[config.mk]
export PLATFORM = sky130hd
export DESIGN_NAME = cart_loader
export DESIGN_NICKNAME = d
export VERILOG_FILES = /design/src/verilog/cart_pkg.sv /design/src/verilog/loader_config.sv /design/src/verilog/header_detect.sv /design/src/verilog/cheat_assembler.sv /design/src/verilog/wram_clear.sv /design/src/verilog/backup_sequencer.sv /design/src/verilog/cart_loader.sv
export SDC_FILE = /design/constraint.sdc
export NUM_CORES = 1
export LEC_CHECK = 0
export BUFFER_PORTS_ARGS = -buffer_cell sky130_fd_sc_hd__buf_2
export CAP_MARGIN = 25
export CORE_MARGIN = 3
export CORE_UTILIZATION = 25
export CTS_BUF_LIST = sky130_fd_sc_hd__clkbuf_4 sky130_fd_sc_hd__clkbuf_8
export CTS_CLUSTER_SIZE = 10
export DETAILED_ROUTE_END_ITERATION = 10
export MAX_ROUTING_LAYER = met4
export PLACE_DENSITY = 0.46
export RECOVER_POWER = 25
export REMOVE_ABC_BUFFERS = 1
export SKIP_LAST_GASP = 1
export SYNTH_ARGS = -nofsm -noshare
export SYNTH_HDL_FRONTEND = slang
export SYNTH_SLANG_ARGS = --single-unit
[constraint.sdc]
create_clock -name clk_sys -period 3.7 [get_ports clk_sys]
set_input_delay 0.37 -clock clk_sys [delete_from_list [all_inputs] [get_ports clk_sys]]
set_output_delay 0.37 -clock clk_sys [all_outputs]
set_load 0.005 [all_outputs]
[src/verilog/cart_pkg.sv]
// Shared widths, header offsets, fill patterns and bus types of the cartridge loader.
// Compile first; modules name its types in their ports and import it in their bodies.
package cart_pkg;

	// ====================
	// Widths and offsets
	// ====================
	localparam int DL_ADDR_W    = 25;
	localparam int WRAM_ADDR_W  = 17;
	localparam int SECTOR_SHIFT = 9;

	// Copier header in front of the ROM image
	localparam logic [DL_ADDR_W-1:0] HEADER_SKIP = 25'h200;

	// Size field of the internal header in each memory map
	localparam logic [DL_ADDR_W-1:0] HDR_LOROM   = 25'h007FD6;
	localparam logic [DL_ADDR_W-1:0] HDR_HIROM   = 25'h00FFD6;
	localparam logic [DL_ADDR_W-1:0] HDR_EXHIROM = 25'h40FFD6;

	// Download index of cheat code files
	localparam logic [7:0] CODE_KIND = 8'hFF;

	// ====================
	// Menu encodings
	// ====================
	typedef enum logic [2:0] {
		mode_auto      = 3'd0,
		mode_no_header = 3'd1,
		mode_lorom     = 3'd2,
		mode_hirom     = 3'd3,
		mode_exhirom   = 3'd4
	} header_mode_e;

	// Work RAM contents at power on, as on the various console revisions
	typedef enum logic [1:0] {
		fill_9966 = 2'd0,
		fill_00ff = 2'd1,
		fill_55   = 2'd2,
		fill_ff   = 2'd3
	} fill_pattern_e;

	typedef struct packed {
		header_mode_e  hdr_mode;
		logic [1:0]    region_override;
		fill_pattern_e fill_pattern;
		logic          autosave;
		logic          load_req;
		logic          save_req;
	} menu_t;

	// ====================
	// Bus types
	// ====================
	typedef struct packed {
		logic                 active;
		logic [7:0]           index;
		logic [DL_ADDR_W-1:0] addr;
		logic [15:0]          data;
		logic                 wr;
	} dl_bus_t;

	typedef struct packed {
		logic [7:0]  rom_type;
		logic [23:0] rom_mask;
		logic [23:0] ram_mask;
		logic        region;
	} cart_info_t;

	// Layout matches the cheat engine, integers kept in big endian order
	typedef struct packed {
		logic [31:0] flags;
		logic [31:0] addr;
		logic [31:0] compare;
		logic [31:0] replace;
	} cheat_code_t;

	typedef struct packed {
		logic [WRAM_ADDR_W-1:0] addr;
		logic [7:0]             data;
		logic                   wr;
	} fill_write_t;

	typedef struct packed {
		logic mounted;
		logic readonly;
		logic size_nz;
	} img_t;

	typedef struct packed {
		logic [31:0] lba;
		logic        rd;
		logic        wr;
	} sd_req_t;

endpackage

[src/verilog/loader_config.sv]
// Menu settings register and download classifier.
// Settings that shape a download are frozen while a cartridge is loading.
module loader_config (
	input  logic                    clk_sys,
	input  logic                    RESET,
	input  cart_pkg::menu_t         menu,
	input  cart_pkg::dl_bus_t       dl,
	output cart_pkg::header_mode_e  hdr_mode,
	output logic [1:0]              region_override,
	output cart_pkg::fill_pattern_e fill_pattern,
	output logic                    autosave,
	output logic                    load_req,
	output logic                    save_req,
	output logic                    cart_dl,
	output logic                    code_dl
);
	import cart_pkg::*;

	// Cheat files use the all ones index, everything else is a cartridge
	assign code_dl = dl.active & (dl.index == CODE_KIND);
	assign cart_dl = dl.active & (dl.index != CODE_KIND);

	always_ff @(posedge clk_sys) begin
		if (RESET) begin
			hdr_mode        <= mode_auto;
			fill_pattern    <= fill_9966;
			region_override <= 2'd0;
			autosave        <= 1'b0;
			load_req        <= 1'b0;
			save_req        <= 1'b0;
		end else begin
			if (!cart_dl) begin
				hdr_mode     <= menu.hdr_mode;
				fill_pattern <= menu.fill_pattern;
			end
			region_override <= menu.region_override;
			autosave        <= menu.autosave;
			load_req        <= menu.load_req;
			save_req        <= menu.save_req;
		end
	end

endmodule

[src/verilog/header_detect.sv]
// ROM header detection during a cartridge download.
// Derives ROM type, ROM and RAM address masks and the header region,
// and chooses the video region once the download is over.
module header_detect (
	input  logic                   clk_sys,
	input  logic                   RESET,
	input  cart_pkg::dl_bus_t      dl,
	input  logic                   cart_dl,
	input  cart_pkg::header_mode_e hdr_mode,
	input  logic [1:0]             region_override,
	output cart_pkg::cart_info_t   cart_info,
	output logic                   pal
);
	import cart_pkg::*;

	logic [3:0]           rom_size;
	logic [3:0]           ram_size;
	logic [3:0]           rom_size_nxt;
	logic [3:0]           ram_size_nxt;
	logic [7:0]           type_nxt;
	logic                 has_layout;
	logic [DL_ADDR_W-1:0] size_addr;

	// Location of the size field for the forced memory maps
	always_comb begin
		has_layout = 1'b1;
		case (hdr_mode)
			mode_lorom:   size_addr = HDR_LOROM + HEADER_SKIP;
			mode_hirom:   size_addr = HDR_HIROM + HEADER_SKIP;
			mode_exhirom: size_addr = HDR_EXHIROM + HEADER_SKIP;
			default: begin
				has_layout = 1'b0;
				size_addr  = '0;
			end
		endcase
	end

	always_comb begin
		rom_size_nxt = rom_size;
		ram_size_nxt = ram_size;
		type_nxt     = cart_info.rom_type;
		if (dl.addr == '0) begin
			// Defaults unless the loader put sizes in the first word
			rom_size_nxt = 4'hC;
			ram_size_nxt = 4'h0;
			if (hdr_mode == mode_auto && dl.data[7:0] != 8'd0)
				{ram_size_nxt, rom_size_nxt} = dl.data[7:0];
			case (hdr_mode)
				mode_no_header: type_nxt = 8'd0;
				mode_lorom:     type_nxt = 8'd0;
				mode_hirom:     type_nxt = 8'd1;
				mode_exhirom:   type_nxt = 8'd2;
				default:        type_nxt = dl.data[15:8];
			endcase
		end
		if (has_layout && dl.addr == size_addr)
			rom_size_nxt = dl.data[11:8];
		if (has_layout && dl.addr == size_addr + DL_ADDR_W'(2))
			ram_size_nxt = dl.data[3:0];
	end

	always_ff @(posedge clk_sys) begin
		if (cart_dl && dl.wr) begin
			rom_size <= rom_size_nxt;
			ram_size <= ram_size_nxt;
		end
	end

	always_ff @(posedge clk_sys) begin
		if (RESET) begin
			cart_info <= '0;
			pal       <= 1'b0;
		end else begin
			if (cart_dl && dl.wr) begin
				cart_info.rom_type <= type_nxt;
				cart_info.rom_mask <= (24'd1024 << rom_size_nxt) - 24'd1;
				cart_info.ram_mask <= (ram_size_nxt != 4'd0) ?
					(24'd1024 << ram_size_nxt) - 24'd1 : 24'd0;
				if (dl.addr == DL_ADDR_W'(2))
					cart_info.region <= dl.data[8];
			end
			// Nonzero override wins over the header
			if (!cart_dl)
				pal <= (region_override == 2'd0) ? cart_info.region : region_override[1];
		end
	end

endmodule

[src/verilog/cheat_assembler.sv]
// Builds 128-bit cheat records from a cheat code download.
// Eight words make a record, the last word strobes it to the cheat engine.
module cheat_assembler (
	input  logic                  clk_sys,
	input  logic                  RESET,
	input  cart_pkg::dl_bus_t     dl,
	input  logic                  cart_dl,
	input  logic                  code_dl,
	output cart_pkg::cheat_code_t cheat,
	output logic                  cheat_valid,
	output logic                  cheat_reset
);

	// A new code file or a new cartridge flushes the stored cheats
	assign cheat_reset = (code_dl & dl.wr & (dl.addr == '0)) | cart_dl;

	always_ff @(posedge clk_sys) begin
		if (code_dl && dl.wr) begin
			case (dl.addr[3:0])
				4'd0:  cheat.flags[15:0]    <= dl.data;
				4'd2:  cheat.flags[31:16]   <= dl.data;
				4'd4:  cheat.addr[15:0]     <= dl.data;
				4'd6:  cheat.addr[31:16]    <= dl.data;
				4'd8:  cheat.compare[15:0]  <= dl.data;
				4'd10: cheat.compare[31:16] <= dl.data;
				4'd12: cheat.replace[15:0]  <= dl.data;
				4'd14: cheat.replace[31:16] <= dl.data;
				default: ;
			endcase
		end
	end

	always_ff @(posedge clk_sys) begin
		if (RESET)
			cheat_valid <= 1'b0;
		else
			cheat_valid <= code_dl & dl.wr & (dl.addr[3:0] == 4'd14);
	end

endmodule

[src/verilog/wram_clear.sv]
// Work RAM clear at the start of each cartridge download.
// Writes the selected power-on pattern once over the whole work RAM.
module wram_clear (
	input  logic                    clk_sys,
	input  logic                    RESET,
	input  logic                    cart_dl,
	input  cart_pkg::fill_pattern_e fill_pattern,
	output cart_pkg::fill_write_t   fill,
	output logic                    clear_busy
);
	import cart_pkg::*;

	logic                   cart_dl_d;
	logic [WRAM_ADDR_W-1:0] fill_addr;
	logic [7:0]             fill_data;

	always_ff @(posedge clk_sys) begin
		if (RESET) begin
			cart_dl_d  <= 1'b0;
			clear_busy <= 1'b0;
			fill_addr  <= '0;
		end else begin
			cart_dl_d <= cart_dl;
			if (clear_busy) begin
				fill_addr <= fill_addr + 1'b1;
				if (&fill_addr)
					clear_busy <= 1'b0;
			end
			if (cart_dl && !cart_dl_d) begin
				clear_busy <= 1'b1;
				fill_addr  <= '0;
			end
		end
	end

	always_comb begin
		case (fill_pattern)
			fill_9966: fill_data = (fill_addr[8] ^ fill_addr[2]) ? 8'h66 : 8'h99;
			fill_00ff: fill_data = (fill_addr[9] ^ fill_addr[0]) ? 8'hFF : 8'h00;
			fill_55:   fill_data = 8'h55;
			default:   fill_data = 8'hFF;
		endcase
	end

	assign fill = '{addr: fill_addr, data: fill_data, wr: clear_busy};

endmodule

[src/verilog/backup_sequencer.sv]
// Backup RAM transfers with the mounted save image.
// Loads after a download or on request, saves on request or by autosave,
// moving one 512-byte sector per request and acknowledge handshake.
module backup_sequencer (
	input  logic                 clk_sys,
	input  logic                 RESET,
	input  logic                 cart_dl,
	input  cart_pkg::cart_info_t cart_info,
	input  cart_pkg::img_t       img,
	input  logic                 load_req,
	input  logic                 save_req,
	input  logic                 autosave,
	input  logic                 osd_status,
	input  logic                 bsram_write,
	input  logic                 sd_ack,
	output cart_pkg::sd_req_t    sd_req,
	output logic                 bk_busy,
	output logic                 led_user
);
	import cart_pkg::*;

	logic        cart_dl_d;
	logic        bk_ena;
	logic        pending;
	logic        old_load;
	logic        old_save;
	logic        old_ack;
	logic        loading;
	logic        save_level;
	logic        load_rise;
	logic        save_rise;
	logic        auto_load;
	logic        start;
	logic        start_load;
	logic [31:0] last_lba;

	// ====================
	// Trigger conditions
	// ====================
	assign save_level = save_req | (pending & osd_status & autosave);
	assign load_rise  = load_req & bk_ena & ~old_load;
	assign save_rise  = save_level & bk_ena & ~old_save;
	assign auto_load  = cart_dl_d & ~cart_dl & img.size_nz & bk_ena;
	assign start_load = load_rise | auto_load;
	assign start      = ~bk_busy & (start_load | save_rise);
	assign last_lba   = 32'(cart_info.ram_mask >> SECTOR_SHIFT);

	assign led_user = cart_dl | (autosave & pending);

	always_ff @(posedge clk_sys) begin
		if (RESET) begin
			cart_dl_d <= 1'b0;
			bk_ena    <= 1'b0;
			pending   <= 1'b0;
		end else begin
			cart_dl_d <= cart_dl;
			if (cart_dl && !cart_dl_d)
				bk_ena <= 1'b0;
			// Save image is mounted by the time the download finishes
			if (cart_dl && img.mounted && !img.readonly)
				bk_ena <= |cart_info.ram_mask;
			if (start)
				pending <= 1'b0;
			else if (bk_ena && !osd_status && bsram_write)
				pending <= 1'b1;
		end
	end

	// ====================
	// Sector handshake
	// ====================
	always_ff @(posedge clk_sys) begin
		if (RESET) begin
			old_load <= 1'b0;
			old_save <= 1'b0;
			old_ack  <= 1'b0;
			bk_busy  <= 1'b0;
			loading  <= 1'b0;
			sd_req   <= '0;
		end else begin
			old_load <= load_req & bk_ena;
			old_save <= save_level & bk_ena;
			old_ack  <= sd_ack;
			if (sd_ack && !old_ack) begin
				sd_req.rd <= 1'b0;
				sd_req.wr <= 1'b0;
			end
			if (start) begin
				bk_busy    <= 1'b1;
				loading    <= start_load;
				sd_req.lba <= 32'd0;
				sd_req.rd  <= start_load;
				sd_req.wr  <= ~start_load;
			end else if (bk_busy && old_ack && !sd_ack) begin
				// Sector done, move on or finish
				if (sd_req.lba >= last_lba) begin
					bk_busy <= 1'b0;
					loading <= 1'b0;
				end else begin
					sd_req.lba <= sd_req.lba + 32'd1;
					sd_req.rd  <= loading;
					sd_req.wr  <= ~loading;
				end
			end
		end
	end

endmodule

[src/verilog/cart_loader.sv]
// Cartridge loading side of the emulator core.
// Takes the download stream and menu settings, and produces the cartridge
// description, cheat records, work RAM clear writes and save image requests.
module cart_loader (
	input  logic                 clk_sys,
	input  logic                 RESET,
	input  cart_pkg::menu_t      menu,
	input  cart_pkg::dl_bus_t    dl,
	input  cart_pkg::img_t       img,
	input  logic                 sd_ack,
	input  logic                 osd_status,
	input  logic                 bsram_write,
	output cart_pkg::cart_info_t cart_info,
	output logic                 pal,
	output cart_pkg::cheat_code_t cheat,
	output logic                 cheat_valid,
	output logic                 cheat_reset,
	output cart_pkg::fill_write_t fill,
	output logic                 clear_busy,
	output cart_pkg::sd_req_t    sd_req,
	output logic                 bk_busy,
	output logic                 led_user
);
	import cart_pkg::*;

	header_mode_e  hdr_mode;
	logic [1:0]    region_override;
	fill_pattern_e fill_pattern;
	logic          autosave;
	logic          load_req;
	logic          save_req;
	logic          cart_dl;
	logic          code_dl;

	loader_config u_config (
		.clk_sys        (clk_sys),
		.RESET          (RESET),
		.menu           (menu),
		.dl             (dl),
		.hdr_mode       (hdr_mode),
		.region_override(region_override),
		.fill_pattern   (fill_pattern),
		.autosave       (autosave),
		.load_req       (load_req),
		.save_req       (save_req),
		.cart_dl        (cart_dl),
		.code_dl        (code_dl)
	);

	header_detect u_header (
		.clk_sys        (clk_sys),
		.RESET          (RESET),
		.dl             (dl),
		.cart_dl        (cart_dl),
		.hdr_mode       (hdr_mode),
		.region_override(region_override),
		.cart_info      (cart_info),
		.pal            (pal)
	);

	cheat_assembler u_cheat (
		.clk_sys    (clk_sys),
		.RESET      (RESET),
		.dl         (dl),
		.cart_dl    (cart_dl),
		.code_dl    (code_dl),
		.cheat      (cheat),
		.cheat_valid(cheat_valid),
		.cheat_reset(cheat_reset)
	);

	wram_clear u_clear (
		.clk_sys     (clk_sys),
		.RESET       (RESET),
		.cart_dl     (cart_dl),
		.fill_pattern(fill_pattern),
		.fill        (fill),
		.clear_busy  (clear_busy)
	);

	backup_sequencer u_backup (
		.clk_sys    (clk_sys),
		.RESET      (RESET),
		.cart_dl    (cart_dl),
		.cart_info  (cart_info),
		.img        (img),
		.load_req   (load_req),
		.save_req   (save_req),
		.autosave   (autosave),
		.osd_status (osd_status),
		.bsram_write(bsram_write),
		.sd_ack     (sd_ack),
		.sd_req     (sd_req),
		.bk_busy    (bk_busy),
		.led_user   (led_user)
	);

endmodule

# Yosys cells after proc, flatten, opt, wreduce, memory -nomap -nowiden
# Index checks and enable logic that the tools add are counted.
# word_totals
register_bits,265
elab_cells,164
out_inout_bits,251
# classes
eq_ne,18
magnitude_cmp,1
bitwise_logic,30
n_addsub,5
n_shift,2
mux,27
n_reduce_logical,46
# op_table
operator,n
one-hot mux 23 bit (3 select lines),1
one-hot mux 8 bit (3 select lines),2
"left shift 11 x 4 -> 24 bit, first input constant",2
"subtractor 24 x 1 -> 24 bit, second input constant",2
"adder 32 x 1 -> 32 bit, second input constant",1
>= comparator 32 x 15 -> 1 bit,1
"== test 25 x 2 -> 1 bit, second input constant",1
== test 25 x 23 -> 1 bit,1
== test 25 bit,1
zero test 25 bit,1
"adder 23 x 2 -> 24 bit, second input constant",1
2-to-1 mux 24 bit,1
2-to-1 mux 4 bit,6
AND reduction 2 bit,12
OR reduction 24 bit,1
"adder 17 x 1 -> 17 bit, second input constant",1
AND reduction 17 bit,1
AND 1 bit,16
"== test 4 bit, second input constant",4
2-to-1 mux 8 bit,2
logical AND 1 bit,13
2-to-1 mux 1 bit,11
"== test 4 x 3 -> 1 bit, second input constant",2
"== test 8 bit, second input constant",1
other kinds (20),44

# Longest topological paths before layout
# logic_depth
depth_word,11
mapped_depth,14

# By module
# A second synthesis with hierarchy kept.
# unflattened
hier_cells,899
area_unflattened_um2,10468.8
# by_module_without_submodules
mod,cells_per_inst,n_inst,area_each_um2,seq_area_each_um2
cheat_assembler,151,1,4017.6,3863.7
header_detect,340,1,2827.7,1041.0
backup_sequencer,263,1,2280.9,840.8
wram_clear,108,1,954.7,380.4
loader_config,37,1,387.9,200.2

# Least setup slack after synthesis
# Ideal clock, no wire load.
# synth_timing
path_type,input to register
start,in dl[35] (netlist bit)
end,reg u_header.cart_info[43] (netlist name)
n_path_buf,0
setup_ps,88
cell_stages,12
path_slack_ps,212
arrival_ps,3400
path_cell_list,nor4_2 nand4_2 a311o_1 a211oi_4 mux2i_1 inv_2 nor2_1 nand3_1 ha_1 or3_1 a21o_1 a311oi_2
# synth_between
elab_chain_cells,5
# synth_lines
item,line_no,text
start: declaration,cart_loader.sv:8,"input cart_pkg::dl_bus_t dl,"
zero test 25 bit or == test 25 x 23 -> 1 bit (tied branches),"header_detect.sv:42, header_detect.sv:56",
2-to-1 mux 4 bit or logical AND 1 bit (tied branches),"header_detect.sv:42, header_detect.sv:56",
2-to-1 mux 4 bit (*),header_detect.sv:56,if (has_layout && dl.addr == size_addr)
net u_header.rom_size_nxt[3],header_detect.sv:18,logic [3:0] rom_size_nxt;
left shift 11 x 4 -> 24 bit (*),header_detect.sv:76,cart_info.rom_mask <= (24'd1024 << rom_size_nxt) - 24'd1;
subtractor 24 x 1 -> 24 bit (*),header_detect.sv:76,
# Mark *: on every way through the listed nets, which the timed path passes. The rest lies on a longest branch.
# A chain may end at the register's enable or synchronous reset.

# Worst setup path after layout
# layout_timing
start,reg u_config.hdr_mode[0]
end,reg u_header.cart_info[43] (netlist name)
# layout_between
elab_chain_cells,7
# layout_lines
item,line_no,text
start: declaration,loader_config.sv:8,"output cart_pkg::header_mode_e hdr_mode,"
start signal: assignment,loader_config.sv:25,hdr_mode <= mode_auto;
start signal: assignment,loader_config.sv:33,hdr_mode <= menu.hdr_mode;
"== test 3 bit, or another cell as far along",header_detect.sv:27,case (hdr_mode)
"one-hot mux 23 bit (3 select lines), or another cell as far along",header_detect.sv:27,
"== test 25 x 23 -> 1 bit, or another cell as far along",header_detect.sv:56,
logical AND 1 bit or 2-to-1 mux 4 bit (tied branches),"header_detect.sv:56, header_detect.sv:42",
2-to-1 mux 4 bit (*),header_detect.sv:56,
left shift 11 x 4 -> 24 bit (*),header_detect.sv:76,
subtractor 24 x 1 -> 24 bit (*),header_detect.sv:76,
# Mark *: on every way between the ends. The rest lies on a longest branch, timed or not.

==> results.sh <==
export IMPL_tightest_slew_ps=976
export IMPL_maxCapViolCount=0
export IMPL_crit_type="reg -> reg"
export IMPL_rsz0062_at_grt="false"
export IMPL_pwr_density_cell_nw_per_um2=455
export IMPL_fillCellCount=4028
export IMPL_cp_top_family="simple AND/OR/NAND/NOR gates"
export IMPL_ys_types=69
export IMPL_via_count=7894
export IMPL_wire_per_inst_um=17.9
export IMPL_p_switching_mw=1.41
export IMPL_final_hold_violation_count=0
export IMPL_slew_limit_headroom_pct=34.9
export IMPL_syn_inst=828
export IMPL_hold_path_class="in -> reg"
export IMPL_cts_tree="built"
export IMPL_crit_path_end_kind="flip-flop"
export IMPL_min_period_over_period_pct=92.4
export IMPL_cts_htree_levels=2
export IMPL_postSynthAreaPerCell_um2=11.9
export IMPL_synth_area_leaders="edfxtp_1 41%, dfxtp_1 23%, nor2_1 3.2%"
export IMPL_dieArea_um2=41900
export IMPL_io_pins=320
export IMPL_cp_cell_sequence="nor2_2, and2_1, or3_1, a211oi_4, buf_4, mux2i_1, and2_1, nand2_1, ha_1, or3_1, a21o_1, a311oi_2"
export IMPL_dieHeight_um=205
export IMPL_synth_cells_most_frequent="136 x edfxtp_1, 111 x dfxtp_1, 83 x nor2_1"
export IMPL_ys_ff_latch=247
export IMPL_hold_start="dl[50]"
export IMPL_drc_errors=0
export IMPL_fin_nets=1293
export IMPL_seqPwrFrac_pct=48.9
export IMPL_cts_path_max_buffers=3
export IMPL_stdcell_area_um2=13300
export IMPL_post_route_worst_setup_slack_ps=279
export IMPL_die_w_um=205
export IMPL_startpoint_type="flip-flop"
export IMPL_status="finished clean"
export IMPL_place_ws_ps=13.7
export IMPL_finalMaxSlewViolations=0
export IMPL_async_flop_share_pct=0
export IMPL_finClkSkew_ps=22.3
export IMPL_initial_core_util_pct=25.4
export IMPL_drtPass1Iterations=4
export IMPL_grt_pass1_wl_um=46200
export IMPL_netlist_area_um2=9870
export IMPL_crit_fanout=7
export IMPL_hold_path_depth=3
export IMPL_clkPwrFrac_pct=45.3
export IMPL_wirelength_um=31500
export IMPL_ff2ff_path_depth=12
export IMPL_p_int_mw=4.63
export IMPL_grt_pass1_vias=7644
export IMPL_required_ps=4190
export IMPL_hpwlAfterDp_um=23000
export IMPL_yosysMostFrequentCell="edfxtp_1"
export IMPL_peakVddDrop_mv=0.190
export IMPL_slowest_stage="dfxtp_1"
export IMPL_gp_congestion=0.799
export IMPL_setup_viol_count_final=0
export IMPL_synth_edf_count=136
export IMPL_worst_path_buf_inv=1
export IMPL_synth_ff_type="edfxtp_1"
export IMPL_area_delta_synth_final_pct=34.6
export IMPL_cts_made_buffers=47
export IMPL_r2r_start="u_config.hdr_mode[0]"
export IMPL_antenna_found_initial=4
export IMPL_via_per_inst=4.48
export IMPL_yosys_area_top_type_share_pct=41.4
export IMPL_switching_share_pct=23.4
export IMPL_io_buffers=319
export IMPL_synth_seq_area_share_pct=63.9
export IMPL_ys_warn_count=0
export IMPL_drive_gt1_share_pct=36.3
export IMPL_rrSetupSlack_ps=280
export IMPL_reg2reg_to="u_header.cart_info[43]"
export IMPL_period_needed_ps=3420
export IMPL_clock_sinks=247
export IMPL_root_buffer="clkbuf_8"
export IMPL_gr_total_overflow=0
export IMPL_pwr_share_comb_pct=5.8
export IMPL_grt_max_degree=43
export IMPL_power_leakage_nw=5.48
export IMPL_min_delay_worst_endpoint="u_backup.bk_ena"
export IMPL_synth_area_leader_cell="edfxtp_1"
export IMPL_first_iter_violations=274
export IMPL_num_rows=72
export IMPL_clkLatencyLatePin_ps=580
export IMPL_clkSlewWorstSetupHoldPaths_ps=60
export IMPL_ant_nets=0
export IMPL_arrival_ps=3910
export IMPL_placedInstanceArea_um2=12200
export IMPL_clock_fmax_ghz=0.292
export IMPL_core_um2=38800
export IMPL_critPathMaxStageDelay_ps=530
export IMPL_grt_use_total_pct=14.9
final cells by class:
cell class | instances | area [µm²] | area share [%]
inverter | 34 | 128 | 0.961
antenna | 2 | 5.00 | 0.0377
sequential | 247 | 6310 | 47.5
tap | 518 | 648 | 4.88
clock buffer | 65 | 813 | 6.12
timing repair buffer | 381 | 2070 | 15.6
multi-input combinational | 493 | 3150 | 23.7
clock inverter | 21 | 154 | 1.16
power by group through the flow:
stage	logic [mW]	registers, mW	clock network, mW
global placement	0.351	3.02	0
CTS	0.363	2.96	2.85
finish	0.350	2.96	2.74
floorplan	0.138	3.01	0
detailed placement	0.352	3.02	0
global route	0.395	2.96	2.97
stage by stage:
step / setup TNS, ps / utilization, % / total power, mW / std cells / hold slack [ps]
6_report: 0 / 34.2 / 6.05 / 1761 / 145
5_1_grt: 0 / 34.2 / 6.33 / 1760 / 141
4_1_cts: 0 / 34.3 / 6.17 / 1759 / 57.8
3_5_place_dp: 0 / 31.5 / 3.37 / 1661 / 446
3_3_place_gp: 0 / 31.5 / 3.37 / 1661 / 442
2_1_floorplan: -6.86 / - / 3.15 / 774 / 435
worst register-to-register path, delay by kind of cell (launching register included):
family          cells  cell delay (ps)
fa+ha+maj           1              200
buf+inv             1              180
mux                 1              340
flops               1              530
compound gates      3              740
simple gates        6             1340
cell families after synthesis:
| kind of cell | after synthesis | share of synthesized area [%] |
|---|---|---|
| xor+xnor | 21 | 1.86 |
| buf+inv | 88 | 4.34 |
| simple gates | 293 | 15.6 |
| mux | 19 | 1.95 |
| compound gates | 140 | 9.77 |
| flops | 247 | 63.9 |
| fa+ha+maj | 20 | 2.54 |
flip-flops by register name (all words and copies together) (netlist names), 2 cells and up:
signal,cells
u_header.cart_info,39
u_clear.fill_addr,17
u_backup.sd_req,34
u_config.fill_pattern,2
u_cheat.cheat,128
u_config.hdr_mode,3
u_header.ram_size,4
u_header.rom_size,4
u_config.region_override,2
placed cells by master (no fill, tap or decap), drive strengths merged, types with 20 or more instances in the layout:
master | Yosys | layout
and3 | 22 | 22
ha | 20 | 20
inv | 33 | 34
o21ai | 22 | 22
nand3 | 29 | 29
dfxtp | 111 | 111
buf | 30 | 347
edfxtp | 136 | 136
a21oi | 35 | 35
nor2 | 84 | 84
nand2 | 50 | 50
clkbuf | 24 | 87
metal layers:
metal	up-vias	share of wire (%)	global-route usage [%]
met3	48	7.1	3.46
met2	308	46	23.7
met5	-	0	-
met4	0	1.9	4.82
met1	3741	45	18.8
li1	3797	-	-
worst max-delay path by stage:
stage	start	endpoint	slack (ps)	cells past startpoint
after floorplan	dl[35]	u_header.cart_info[43]	-7	12
after global placement	dl[17]	u_header.cart_info[21]	90	14
after detailed placement	dl[17]	u_header.cart_info[21]	10	14
after CTS	u_config.hdr_mode[1]	u_header.cart_info[21]	160	12
after global routing	u_config.hdr_mode[1]	u_header.cart_info[21]	10	12
final	u_config.hdr_mode[0]	u_header.cart_info[43]	280	12
repair_timing:
| action | in CTS | in global routing |
|---|---|---|
| resized for setup | 0 | 2 |
| buffers inserted | 0 | 0 |
| hold buffers | 12 | 0 |
| hold endpoints to repair | 12 | 0 |
| setup endpoints to repair | 0 | 2 |
(Power assumes the default switching activity.)
